[src/source/noc_flit_pkg.sv]
package noc_flit_pkg;

  // Network sizes
  localparam int VC_COUNT       = 2;
  localparam int VC_IDX_WIDTH   = $clog2(VC_COUNT);
  localparam int FIFO_DEPTH     = 4;
  localparam int FIFO_PTR_WIDTH = $clog2(FIFO_DEPTH);
  localparam int FIFO_CNT_WIDTH = $clog2(FIFO_DEPTH + 1);
  localparam int DATA_WIDTH     = 32;
  localparam int PKT_TYPE_WIDTH = 2;

  // Packet type codes carried on the head flit
  typedef enum logic [PKT_TYPE_WIDTH-1:0] {
    NOC_READ         = 2'd0,
    NOC_NP_WRITE     = 2'd1,
    NOC_POSTED_WRITE = 2'd2,
    NOC_RESPONSE     = 2'd3
  } noc_pkt_type_e;

  // One 37-bit flit on the link
  typedef struct packed {
    logic                  head;
    logic                  tail;
    logic                  vc;
    noc_pkt_type_e         pkt_type;   // Only valid on the head flit
    logic [DATA_WIDTH-1:0] data;
  } noc_flit_t;

  // Per-channel routing state in the demux
  typedef enum logic [1:0] {
    ROUTE_NONE  = 2'd0,
    ROUTE_WRITE = 2'd1,
    ROUTE_READ  = 2'd2,
    ROUTE_DROP  = 2'd3
  } noc_route_e;

endpackage

[src/source/noc_reg_pkg.sv]
package noc_reg_pkg;

  import noc_flit_pkg::*;

  localparam int APB_ADDR_WIDTH = 8;
  localparam int APB_DATA_WIDTH = 32;
  localparam int DROP_CNT_WIDTH = 16;

  typedef struct packed {
    logic                      psel;
    logic                      penable;
    logic                      pwrite;
    logic [APB_ADDR_WIDTH-1:0] paddr;
    logic [APB_DATA_WIDTH-1:0] pwdata;
  } apb_req_t;

  typedef struct packed {
    logic [APB_DATA_WIDTH-1:0] prdata;
    logic                      pready;
    logic                      pslverr;
  } apb_rsp_t;

  // Register map
  localparam logic [APB_ADDR_WIDTH-1:0] REG_TYPE_SEL_ADDR = 8'h00;
  localparam logic [APB_ADDR_WIDTH-1:0] REG_DROP_CNT_ADDR = 8'h04;

  // Field positions inside the type select register
  localparam int TYPE_SEL_WR_LSB = 0;
  localparam int TYPE_SEL_RD_LSB = 4;

  typedef struct packed {
    noc_pkt_type_e write_type;
    noc_pkt_type_e read_type;
  } demux_cfg_t;

  localparam demux_cfg_t TYPE_SEL_RESET = '{write_type: NOC_NP_WRITE, read_type: NOC_READ};

endpackage

[src/source/noc_axi_rx_top.sv]
`timescale 1ns/1ps

module noc_axi_rx_top
  import noc_flit_pkg::*, noc_reg_pkg::*;
(
  input  logic                clk,
  input  logic                rst_n,
  input  noc_flit_t           flit_in,
  input  logic [VC_COUNT-1:0] flit_in_valid,
  output logic [VC_COUNT-1:0] flit_in_ready,
  output noc_flit_t           wr_flit,
  output logic                wr_valid,
  input  logic                wr_ready,
  output noc_flit_t           rd_flit,
  output logic                rd_valid,
  input  logic                rd_ready,
  input  apb_req_t            apb_req,
  output apb_rsp_t            apb_rsp
);

  noc_flit_t           fifo_flit [VC_COUNT];
  logic [VC_COUNT-1:0] fifo_valid;
  logic [VC_COUNT-1:0] fifo_ready;
  noc_flit_t           dmx_wr_flit [VC_COUNT];
  noc_flit_t           dmx_rd_flit [VC_COUNT];
  logic [VC_COUNT-1:0] dmx_wr_valid;
  logic [VC_COUNT-1:0] dmx_rd_valid;
  logic [VC_COUNT-1:0] dmx_wr_ready;
  logic [VC_COUNT-1:0] dmx_rd_ready;
  demux_cfg_t          demux_cfg;
  logic                drop_pulse;

  // One input FIFO per virtual channel
  for (genvar i = 0; i < VC_COUNT; i++) begin : g_fifo
    noc_flit_fifo u_fifo (
      .clk       (clk),
      .rst_n     (rst_n),
      .in_flit   (flit_in),
      .in_valid  (flit_in_valid[i]),
      .in_ready  (flit_in_ready[i]),
      .out_flit  (fifo_flit[i]),
      .out_valid (fifo_valid[i]),
      .out_ready (fifo_ready[i])
    );
  end

  noc_write_read_demux u_demux (
    .clk        (clk),
    .rst_n      (rst_n),
    .cfg        (demux_cfg),
    .fifo_flit  (fifo_flit),
    .fifo_valid (fifo_valid),
    .fifo_ready (fifo_ready),
    .wr_flit    (dmx_wr_flit),
    .rd_flit    (dmx_rd_flit),
    .wr_valid   (dmx_wr_valid),
    .rd_valid   (dmx_rd_valid),
    .wr_ready   (dmx_wr_ready),
    .rd_ready   (dmx_rd_ready),
    .drop_pulse (drop_pulse)
  );

  noc_vc_arbiter u_wr_arb (
    .clk       (clk),
    .rst_n     (rst_n),
    .in_flit   (dmx_wr_flit),
    .in_valid  (dmx_wr_valid),
    .in_ready  (dmx_wr_ready),
    .out_flit  (wr_flit),
    .out_valid (wr_valid),
    .out_ready (wr_ready)
  );

  noc_vc_arbiter u_rd_arb (
    .clk       (clk),
    .rst_n     (rst_n),
    .in_flit   (dmx_rd_flit),
    .in_valid  (dmx_rd_valid),
    .in_ready  (dmx_rd_ready),
    .out_flit  (rd_flit),
    .out_valid (rd_valid),
    .out_ready (rd_ready)
  );

  noc_demux_regs u_regs (
    .clk        (clk),
    .rst_n      (rst_n),
    .apb_req    (apb_req),
    .apb_rsp    (apb_rsp),
    .cfg        (demux_cfg),
    .drop_pulse (drop_pulse)
  );

endmodule

[src/source/noc_demux_regs.sv]
`timescale 1ns/1ps

module noc_demux_regs
  import noc_flit_pkg::*, noc_reg_pkg::*;
(
  input  logic       clk,
  input  logic       rst_n,
  input  apb_req_t   apb_req,
  output apb_rsp_t   apb_rsp,
  output demux_cfg_t cfg,
  input  logic       drop_pulse
);

  demux_cfg_t                cfg_q;
  logic [DROP_CNT_WIDTH-1:0] drop_cnt;
  logic                      access;
  logic                      wr_en;
  logic                      hit_type_sel;
  logic                      hit_drop_cnt;
  logic [APB_DATA_WIDTH-1:0] type_sel_word;

  assign access       = apb_req.psel && apb_req.penable;
  assign wr_en        = access && apb_req.pwrite;
  assign hit_type_sel = (apb_req.paddr == REG_TYPE_SEL_ADDR);
  assign hit_drop_cnt = (apb_req.paddr == REG_DROP_CNT_ADDR);

  always_ff @(posedge clk or negedge rst_n) begin
    if (!rst_n) begin
      cfg_q <= TYPE_SEL_RESET;
    end else if (wr_en && hit_type_sel) begin
      cfg_q.write_type <= noc_pkt_type_e'(apb_req.pwdata[TYPE_SEL_WR_LSB +: PKT_TYPE_WIDTH]);
      cfg_q.read_type  <= noc_pkt_type_e'(apb_req.pwdata[TYPE_SEL_RD_LSB +: PKT_TYPE_WIDTH]);
    end
  end

  // Clear on any write; otherwise count up and stick at max
  always_ff @(posedge clk or negedge rst_n) begin
    if (!rst_n) begin
      drop_cnt <= '0;
    end else if (wr_en && hit_drop_cnt) begin
      drop_cnt <= '0;
    end else if (drop_pulse && (drop_cnt != '1)) begin
      drop_cnt <= drop_cnt + 1'b1;
    end
  end

  always_comb begin
    type_sel_word = '0;
    type_sel_word[TYPE_SEL_WR_LSB +: PKT_TYPE_WIDTH] = cfg_q.write_type;
    type_sel_word[TYPE_SEL_RD_LSB +: PKT_TYPE_WIDTH] = cfg_q.read_type;
  end

  always_comb begin
    apb_rsp.pready  = 1'b1;   // No wait states
    apb_rsp.pslverr = access && !(hit_type_sel || hit_drop_cnt);
    apb_rsp.prdata  = '0;
    if (access && !apb_req.pwrite) begin
      if (hit_type_sel) begin
        apb_rsp.prdata = type_sel_word;
      end else if (hit_drop_cnt) begin
        apb_rsp.prdata = APB_DATA_WIDTH'(drop_cnt);
      end
    end
  end

  assign cfg = cfg_q;

endmodule

[src/source/noc_flit_fifo.sv]
`timescale 1ns/1ps

module noc_flit_fifo
  import noc_flit_pkg::*;
(
  input  logic      clk,
  input  logic      rst_n,
  input  noc_flit_t in_flit,
  input  logic      in_valid,
  output logic      in_ready,
  output noc_flit_t out_flit,
  output logic      out_valid,
  input  logic      out_ready
);

  localparam logic [FIFO_PTR_WIDTH-1:0] LAST_PTR = FIFO_PTR_WIDTH'(FIFO_DEPTH - 1);
  localparam logic [FIFO_CNT_WIDTH-1:0] FULL_CNT = FIFO_CNT_WIDTH'(FIFO_DEPTH);

  noc_flit_t                 mem [FIFO_DEPTH];
  logic [FIFO_PTR_WIDTH-1:0] wr_ptr;
  logic [FIFO_PTR_WIDTH-1:0] rd_ptr;
  logic [FIFO_CNT_WIDTH-1:0] count;
  logic                      push;
  logic                      pop;

  assign in_ready  = (count != FULL_CNT);
  assign out_valid = (count != '0);
  assign out_flit  = mem[rd_ptr];

  assign push = in_valid && in_ready;
  assign pop  = out_valid && out_ready;

  // Flit storage
  always_ff @(posedge clk) begin
    if (push) begin
      mem[wr_ptr] <= in_flit;
    end
  end

  always_ff @(posedge clk or negedge rst_n) begin
    if (!rst_n) begin
      wr_ptr <= '0;
      rd_ptr <= '0;
      count  <= '0;
    end else begin
      if (push) begin
        wr_ptr <= (wr_ptr == LAST_PTR) ? '0 : wr_ptr + 1'b1;
      end
      if (pop) begin
        rd_ptr <= (rd_ptr == LAST_PTR) ? '0 : rd_ptr + 1'b1;
      end
      // Occupancy only moves when exactly one side fires
      if (push && !pop) begin
        count <= count + 1'b1;
      end else if (pop && !push) begin
        count <= count - 1'b1;
      end
    end
  end

endmodule

[src/source/noc_vc_arbiter.sv]
`timescale 1ns/1ps

module noc_vc_arbiter
  import noc_flit_pkg::*;
(
  input  logic                clk,
  input  logic                rst_n,
  input  noc_flit_t           in_flit [VC_COUNT],
  input  logic [VC_COUNT-1:0] in_valid,
  output logic [VC_COUNT-1:0] in_ready,
  output noc_flit_t           out_flit,
  output logic                out_valid,
  input  logic                out_ready
);

  logic                    locked;    // Packet in progress or offered
  logic [VC_IDX_WIDTH-1:0] lock_ch;
  logic [VC_IDX_WIDTH-1:0] last_ch;   // Round-robin pointer
  logic [VC_IDX_WIDTH-1:0] rr_pick;
  logic                    rr_found;
  logic [VC_IDX_WIDTH-1:0] gnt;

  // Search starts one past the last granted channel
  always_comb begin
    logic [VC_IDX_WIDTH-1:0] idx;
    rr_found = 1'b0;
    rr_pick  = last_ch;
    for (int k = 1; k <= VC_COUNT; k++) begin
      idx = VC_IDX_WIDTH'((int'(last_ch) + k) % VC_COUNT);
      if (!rr_found && in_valid[idx]) begin
        rr_found = 1'b1;
        rr_pick  = idx;
      end
    end
  end

  assign gnt       = locked ? lock_ch : rr_pick;
  assign out_valid = locked ? in_valid[lock_ch] : rr_found;
  assign out_flit  = in_flit[gnt];

  for (genvar i = 0; i < VC_COUNT; i++) begin : g_ready
    assign in_ready[i] = out_ready && (gnt == VC_IDX_WIDTH'(i));
  end

  always_ff @(posedge clk or negedge rst_n) begin
    if (!rst_n) begin
      locked  <= 1'b0;
      lock_ch <= '0;
      last_ch <= '0;
    end else if (out_valid) begin
      // Hold the grant from the first offer until the tail is taken
      if (out_ready && out_flit.tail) begin
        locked <= 1'b0;
      end else begin
        locked  <= 1'b1;
        lock_ch <= gnt;
      end
      if (out_ready && out_flit.head) begin
        last_ch <= gnt;
      end
    end
  end

endmodule

[src/source/noc_write_read_demux.sv]
`timescale 1ns/1ps

module noc_write_read_demux
  import noc_flit_pkg::*, noc_reg_pkg::*;
(
  input  logic                clk,
  input  logic                rst_n,
  input  demux_cfg_t          cfg,
  input  noc_flit_t           fifo_flit [VC_COUNT],
  input  logic [VC_COUNT-1:0] fifo_valid,
  output logic [VC_COUNT-1:0] fifo_ready,
  output noc_flit_t           wr_flit [VC_COUNT],
  output noc_flit_t           rd_flit [VC_COUNT],
  output logic [VC_COUNT-1:0] wr_valid,
  output logic [VC_COUNT-1:0] rd_valid,
  input  logic [VC_COUNT-1:0] wr_ready,
  input  logic [VC_COUNT-1:0] rd_ready,
  output logic                drop_pulse
);

  logic [VC_COUNT-1:0] drop_hit;

  for (genvar i = 0; i < VC_COUNT; i++) begin : g_chan
    noc_route_e route_q;    // Route of the packet in flight
    noc_route_e route_sel;  // Decoded from the current head flit
    noc_route_e route;
    logic       head_valid;
    logic       busy;

    assign head_valid = fifo_valid[i] && fifo_flit[i].head;
    assign busy       = (route_q != ROUTE_NONE);

    always_comb begin
      if (fifo_flit[i].pkt_type == cfg.write_type) begin
        route_sel = ROUTE_WRITE;
      end else if (fifo_flit[i].pkt_type == cfg.read_type) begin
        route_sel = ROUTE_READ;
      end else begin
        route_sel = ROUTE_DROP;
      end
    end

    // A stalled head keeps the route it was first shown with
    assign route = busy ? route_q : (head_valid ? route_sel : ROUTE_NONE);

    always_ff @(posedge clk or negedge rst_n) begin
      if (!rst_n) begin
        route_q <= ROUTE_NONE;
      end else if (fifo_valid[i]) begin
        if (fifo_ready[i] && fifo_flit[i].tail) begin
          route_q <= ROUTE_NONE;
        end else if (!busy) begin
          route_q <= route;
        end
      end
    end

    assign wr_flit[i]  = fifo_flit[i];
    assign rd_flit[i]  = fifo_flit[i];
    assign wr_valid[i] = fifo_valid[i] && (route == ROUTE_WRITE);
    assign rd_valid[i] = fifo_valid[i] && (route == ROUTE_READ);

    // Drop route and stray body flits drain one per cycle
    always_comb begin
      case (route)
        ROUTE_WRITE: fifo_ready[i] = wr_ready[i];
        ROUTE_READ:  fifo_ready[i] = rd_ready[i];
        default:     fifo_ready[i] = 1'b1;
      endcase
    end

    assign drop_hit[i] = head_valid && (route == ROUTE_DROP);
  end

  assign drop_pulse = |drop_hit;

endmodule

[config.mk]
export PLATFORM = sky130hd
export DESIGN_NAME = noc_axi_rx_top
export DESIGN_NICKNAME = d
export VERILOG_FILES = /design/src/source/noc_flit_pkg.sv /design/src/source/noc_reg_pkg.sv /design/src/source/noc_axi_rx_top.sv /design/src/source/noc_demux_regs.sv /design/src/source/noc_flit_fifo.sv /design/src/source/noc_vc_arbiter.sv /design/src/source/noc_write_read_demux.sv
export SDC_FILE = /design/constraint.sdc
export NUM_CORES = 1
export LEC_CHECK = 0
export BUFFER_PORTS_ARGS = -buffer_cell sky130_fd_sc_hd__buf_4
export CORE_MARGIN = 2
export CORE_UTILIZATION = 50
export CTS_CLUSTER_DIAMETER = 60
export DETAILED_ROUTE_END_ITERATION = 7
export GPL_TIMING_DRIVEN = 0
export MAX_ROUTING_LAYER = met4
export PLACE_DENSITY = 0.74
export RECOVER_POWER = 25
export SETUP_SLACK_MARGIN = 0.5
export SYNTH_ARGS = -nofsm -noshare
export SYNTH_HDL_FRONTEND = slang
export SYNTH_HIERARCHICAL = 1
export SYNTH_SLANG_ARGS = --single-unit
[constraint.sdc]
create_clock -name clk -period 8.45 [get_ports clk]
set_input_delay 1.69 -clock clk [delete_from_list [all_inputs] [get_ports clk]]
set_output_delay 1.69 -clock clk [all_outputs]
set_load 0.01 [all_outputs]
==> impl_metrics.py <==
metrics = {
    "status": {
        "status": "finished clean",
    },
    "clocking": {
        "post_cts_buffers": 0,
        "clock_sinks": 340,
        "cts_root_buf": "clkbuf_16",
        "clock_latency_ns": 0.53,
        "clk_pin_slew_ns": 0.05,
        "htree_levels": 2,
        "cts_hold_buf": 0,
        "clockBufferDepth": 3,
        "cts_resized": 0,
        "cts_tree": "built",
        "cts-buffers-inserted": 37,
    },
    "layout": {
        "stdcell_count": 1598,
        "fill_cells": 2389,
        "nets": 1278,
        "drive_gt1_share_pct": 46.1,
        "post-route-util_pct": 59.6,
        "final_common_cell": "edfxtp_1",
        "layout.cells.most_common_list": "edfxtp_1 (296), buf_4 (294), mux4_2 (74)",
        "area_growth_pct": 17.4,
    },
    "critical_path": {
        "cp_slowest_stage_delay_ns": 0.64,
        "start_kind": "register",
        "crit_fanout": 10,
        "cp_slowest_cell": "clkbuf_1",
        "cp.arrival_ns": 4.76,
        "critPathTopFamily": "buffers and inverters",
        "critPathRequiredTime_ns": 6.76,
        "setup.worst_path.end_class": "output port",
        "rrSetupSlack_ns": 2.97,
        "crit_type": "reg -> out",
        "crit_buf_inv": 4,
        "worstPathCellList": "clkbuf_1 > mux4_2 > xnor2_1 > a211oi_1 > or2_2 > ha_1 > and2_1 > nor2b_1 > or2_1 > o21ai_2 > buf_6 > buf_8 > mux2_4 > buf_4",
    },
    "sta": {
        "worst_pin_slew_ns": 1.27,
        "slew_violations": 0,
        "period_needed_ns": 6.45,
        "hold_viol_final": 0,
        "grt_setup_unrepaired": "false",
        "setup_viol": 0,
        "slew_headroom_pct": 15.1,
        "finalCritPeriodShare_pct": 76.3,
        "max_freq_mhz": 155,
        "fin_setup_tns_ns": 0,
        "clock_skew_ns": 0.0161,
    },
    "routing": {
        "drtPass1Iterations": 5,
        "route.vias.total": 8757,
        "drtIter0Drc": 682,
        "wl_um": 33200,
        "postRouteAntennaNets": 0,
        "avgViaCountPerCell": 5.48,
        "drc_errors": 0,
        "routedWlPerCell_um": 20.8,
    },
    "power_and_ir_drop": {
        "p_leak_nw": 7.10,
        "powerDensity_nw_per_um2": 410,
        "power_frac_clock_pct": 19.4,
        "combPwrFrac_pct": 49.1,
        "netSwitchingPower_w": 0.00252,
        "ir_worst_vdd_uv": 213,
        "swShare_pct": 32.7,
        "p_int_w": 0.00519,
        "power_frac_seq_pct": 31.5,
    },
    "place": {
        "place_congestion": 0.832,
        "dp_hpwl_um": 21700,
        "numPlacedInstances": 1534,
        "port_buffers": 151,
    },
    "floorplan": {
        "io_pins": 198,
        "start_util_pct": 50.8,
        "die_area_sq_um": 33500,
        "die_w_um": 183,
        "rows": 65,
        "die_y_um": 183,
        "placeableCoreArea_sq_um": 31600,
    },
    "logic_synthesis": {
        "syn_area_sq_um": 16000,
        "ys_seq_area_share_pct": 62.4,
        "ys_ff_latch": 340,
        "synth_edf_count": 296,
        "avgSynthCellArea_sq_um": 16.7,
        "ys_types": 69,
        "synth_cells": 962,
        "synthArstFlopShare_pct": 12.9,
        "synth_ff_type": "edfxtp_1",
        "yosys_warnings": 6,
    },
    "global_routing": {
        "grt_pass1_wl_um": 51300,
        "grt_max_degree": 45,
        "grt_usage_pct": 20.9,
        "grt_pass1_vias": 8942,
        "antenna_found_initial": 1,
        "grt_overflow": 0,
    },
    "flow_run": {
        "max_cap_violations": 0,
    },
    "worst_hold_path": {
        "hold_path_class": "reg -> reg",
    },
}
==> layer usage <==
layer / GRT usage, % / wire (um) / vias to the layer above
met5: - / 0 / -
met4: 5.25 / 618 / 0
met3: 3.28 / 1910 / 55
met2: 35.2 / 16900 / 286
met1: 26.9 / 13800 / 4475
li1: - / - / 3941
==> state kept, by name, summed over array words and instances, names as in the netlist <==
name and cells:
u_rd_arb/lock_ch 1, u_rd_arb/last_ch 1, g_fifo.u_fifo/mem 296, u_wr_arb/lock_ch 1, g_fifo.u_fifo/count 6, u_demux/g_chan.route_q 4
u_wr_arb/locked 1, u_wr_arb/last_ch 1, u_regs/drop_cnt 16, u_rd_arb/locked 1, g_fifo.u_fifo/rd_ptr 4, u_regs/cfg 4
g_fifo.u_fifo/wr_ptr 4
==> synthesized netlist by cell type, types with 3 or more instances <==
cell / n / share of area (%)
a211o_1: 4 / 0.22
a211oi_1: 4 / 0.19
a21oi_1: 12 / 0.37
and2_1: 22 / 0.86
and3_2: 4 / 0.19
buf_2: 8 / 0.25
buf_4: 174 / 8.2
buf_6: 7 / 0.49
dfrtp_1: 43 / 6.7
edfxtp_1: 296 / 55
ha_1: 19 / 1.5
inv_1: 16 / 0.37
mux2_1: 8 / 0.56
mux2_2: 64 / 4.5
mux2_4: 16 / 1.5
mux2i_1: 7 / 0.44
mux4_2: 74 / 10
nand2_1: 22 / 0.52
nand3_1: 15 / 0.47
nand4_1: 7 / 0.27
nor2_1: 28 / 0.66
nor2b_1: 5 / 0.20
nor3_1: 5 / 0.16
o211ai_1: 3 / 0.14
o21ai_0: 6 / 0.19
o311ai_1: 3 / 0.16
o31ai_1: 4 / 0.19
or2_2: 4 / 0.16
or3_1: 4 / 0.16
or4_1: 5 / 0.23
xnor2_1: 9 / 0.49
xor2_1: 9 / 0.49
==> final cells by class <==
class                           instances  area (sq um)  share of cell area, %
Sequential cell                       340          9990                   53.1
Buffer                                194          1470                   7.80
Multi-Input combinational cell        427          4560                   24.3
Clock buffer                           45           956                   5.08
Timing Repair Buffer                  155          1100                   5.83
Antenna cell                            1          2.50                 0.0133
Clock inverter                         18           166                  0.885
Inverter                               16          60.1                  0.319
Tap cell                              402           503                   2.67
==> cell families (layout without fill, tap and decap cells) <==
| group | count (synthesis) | after routing | synth area share [%] |
|---|---|---|---|
| AND/OR/NAND/NOR | 146 | 146 | 5.33 |
| multiplexers | 169 | 169 | 17.4 |
| buffers and inverters | 210 | 428 | 9.54 |
| AO/OA/AOI/OAI | 56 | 56 | 2.60 |
| XOR/XNOR | 18 | 18 | 0.984 |
| adder cells (fa/ha/maj) | 21 | 21 | 1.73 |
| other | 2 | 18 | 0.0469 |
| flip-flops | 340 | 340 | 62.4 |
==> per-stage QoR <==
step | area [sq um] | setup WS (ns) | power (W) | hold WS [ns]
2_1_floorplan | 16100 | 3.48 | 0.00504 | 0.447
3_3_place_gp | 17700 | 2.62 | 0.00616 | 0.472
3_5_place_dp | 17800 | 2.60 | 0.00628 | 0.486
4_1_cts | 18900 | 1.99 | 0.00780 | 0.497
5_1_grt | 18800 | 1.85 | 0.00814 | 0.507
6_report | 18800 | 2.00 | 0.00770 | 0.496
==> worst register-to-register path, cell delays in order, from the launching register on <==
cell	delay (ns)
dfrtp_1	0.36
clkbuf_1	0.64
mux4_2	0.50
xnor2_1	0.19
a211oi_1	0.14
or2_2	0.33
ha_1	0.22
and2_1	0.19
nor2b_1	0.16
or2_1	0.25
o21ai_2	0.30
buf_6	0.26
buf_8	0.20
nor2_1	0.05
a221o_1	0.36
nand2_1	0.16
ha_1	0.22
inv_1	0.07
fa_1	0.38
xor2_1	0.15
nor2_1	0.11
xor2_1	0.16
==> final timing paths <==
path,startpoint,endpoint,cells after the start
min in group asynchronous,rst_n,u_regs/drop_cnt[6],1
setup / recovery,g_fifo[1].u_fifo/rd_ptr[1],rd_flit[23],14
hold reg to reg,g_fifo[1].u_fifo/count[2],g_fifo[1].u_fifo/count[2],1
setup reg to reg,g_fifo[1].u_fifo/rd_ptr[1],g_fifo[1].u_fifo/count[2],21
hold / removal,g_fifo[1].u_fifo/count[2],g_fifo[1].u_fifo/count[2],1
max in group asynchronous,rst_n,u_regs/cfg[3],1
==> power by group through the flow <==
stage / Combinational [W] / Clock [W] / Sequential, W
2_1_floorplan: 0.00264 / 0 / 0.00240
3_3_place_gp: 0.00372 / 0 / 0.00244
3_5_place_dp: 0.00383 / 0 / 0.00246
4_1_cts: 0.00385 / 0.00153 / 0.00242
5_1_grt: 0.00409 / 0.00159 / 0.00246
6_report: 0.00378 / 0.00150 / 0.00242
Power figures use the tool's default switching activity.
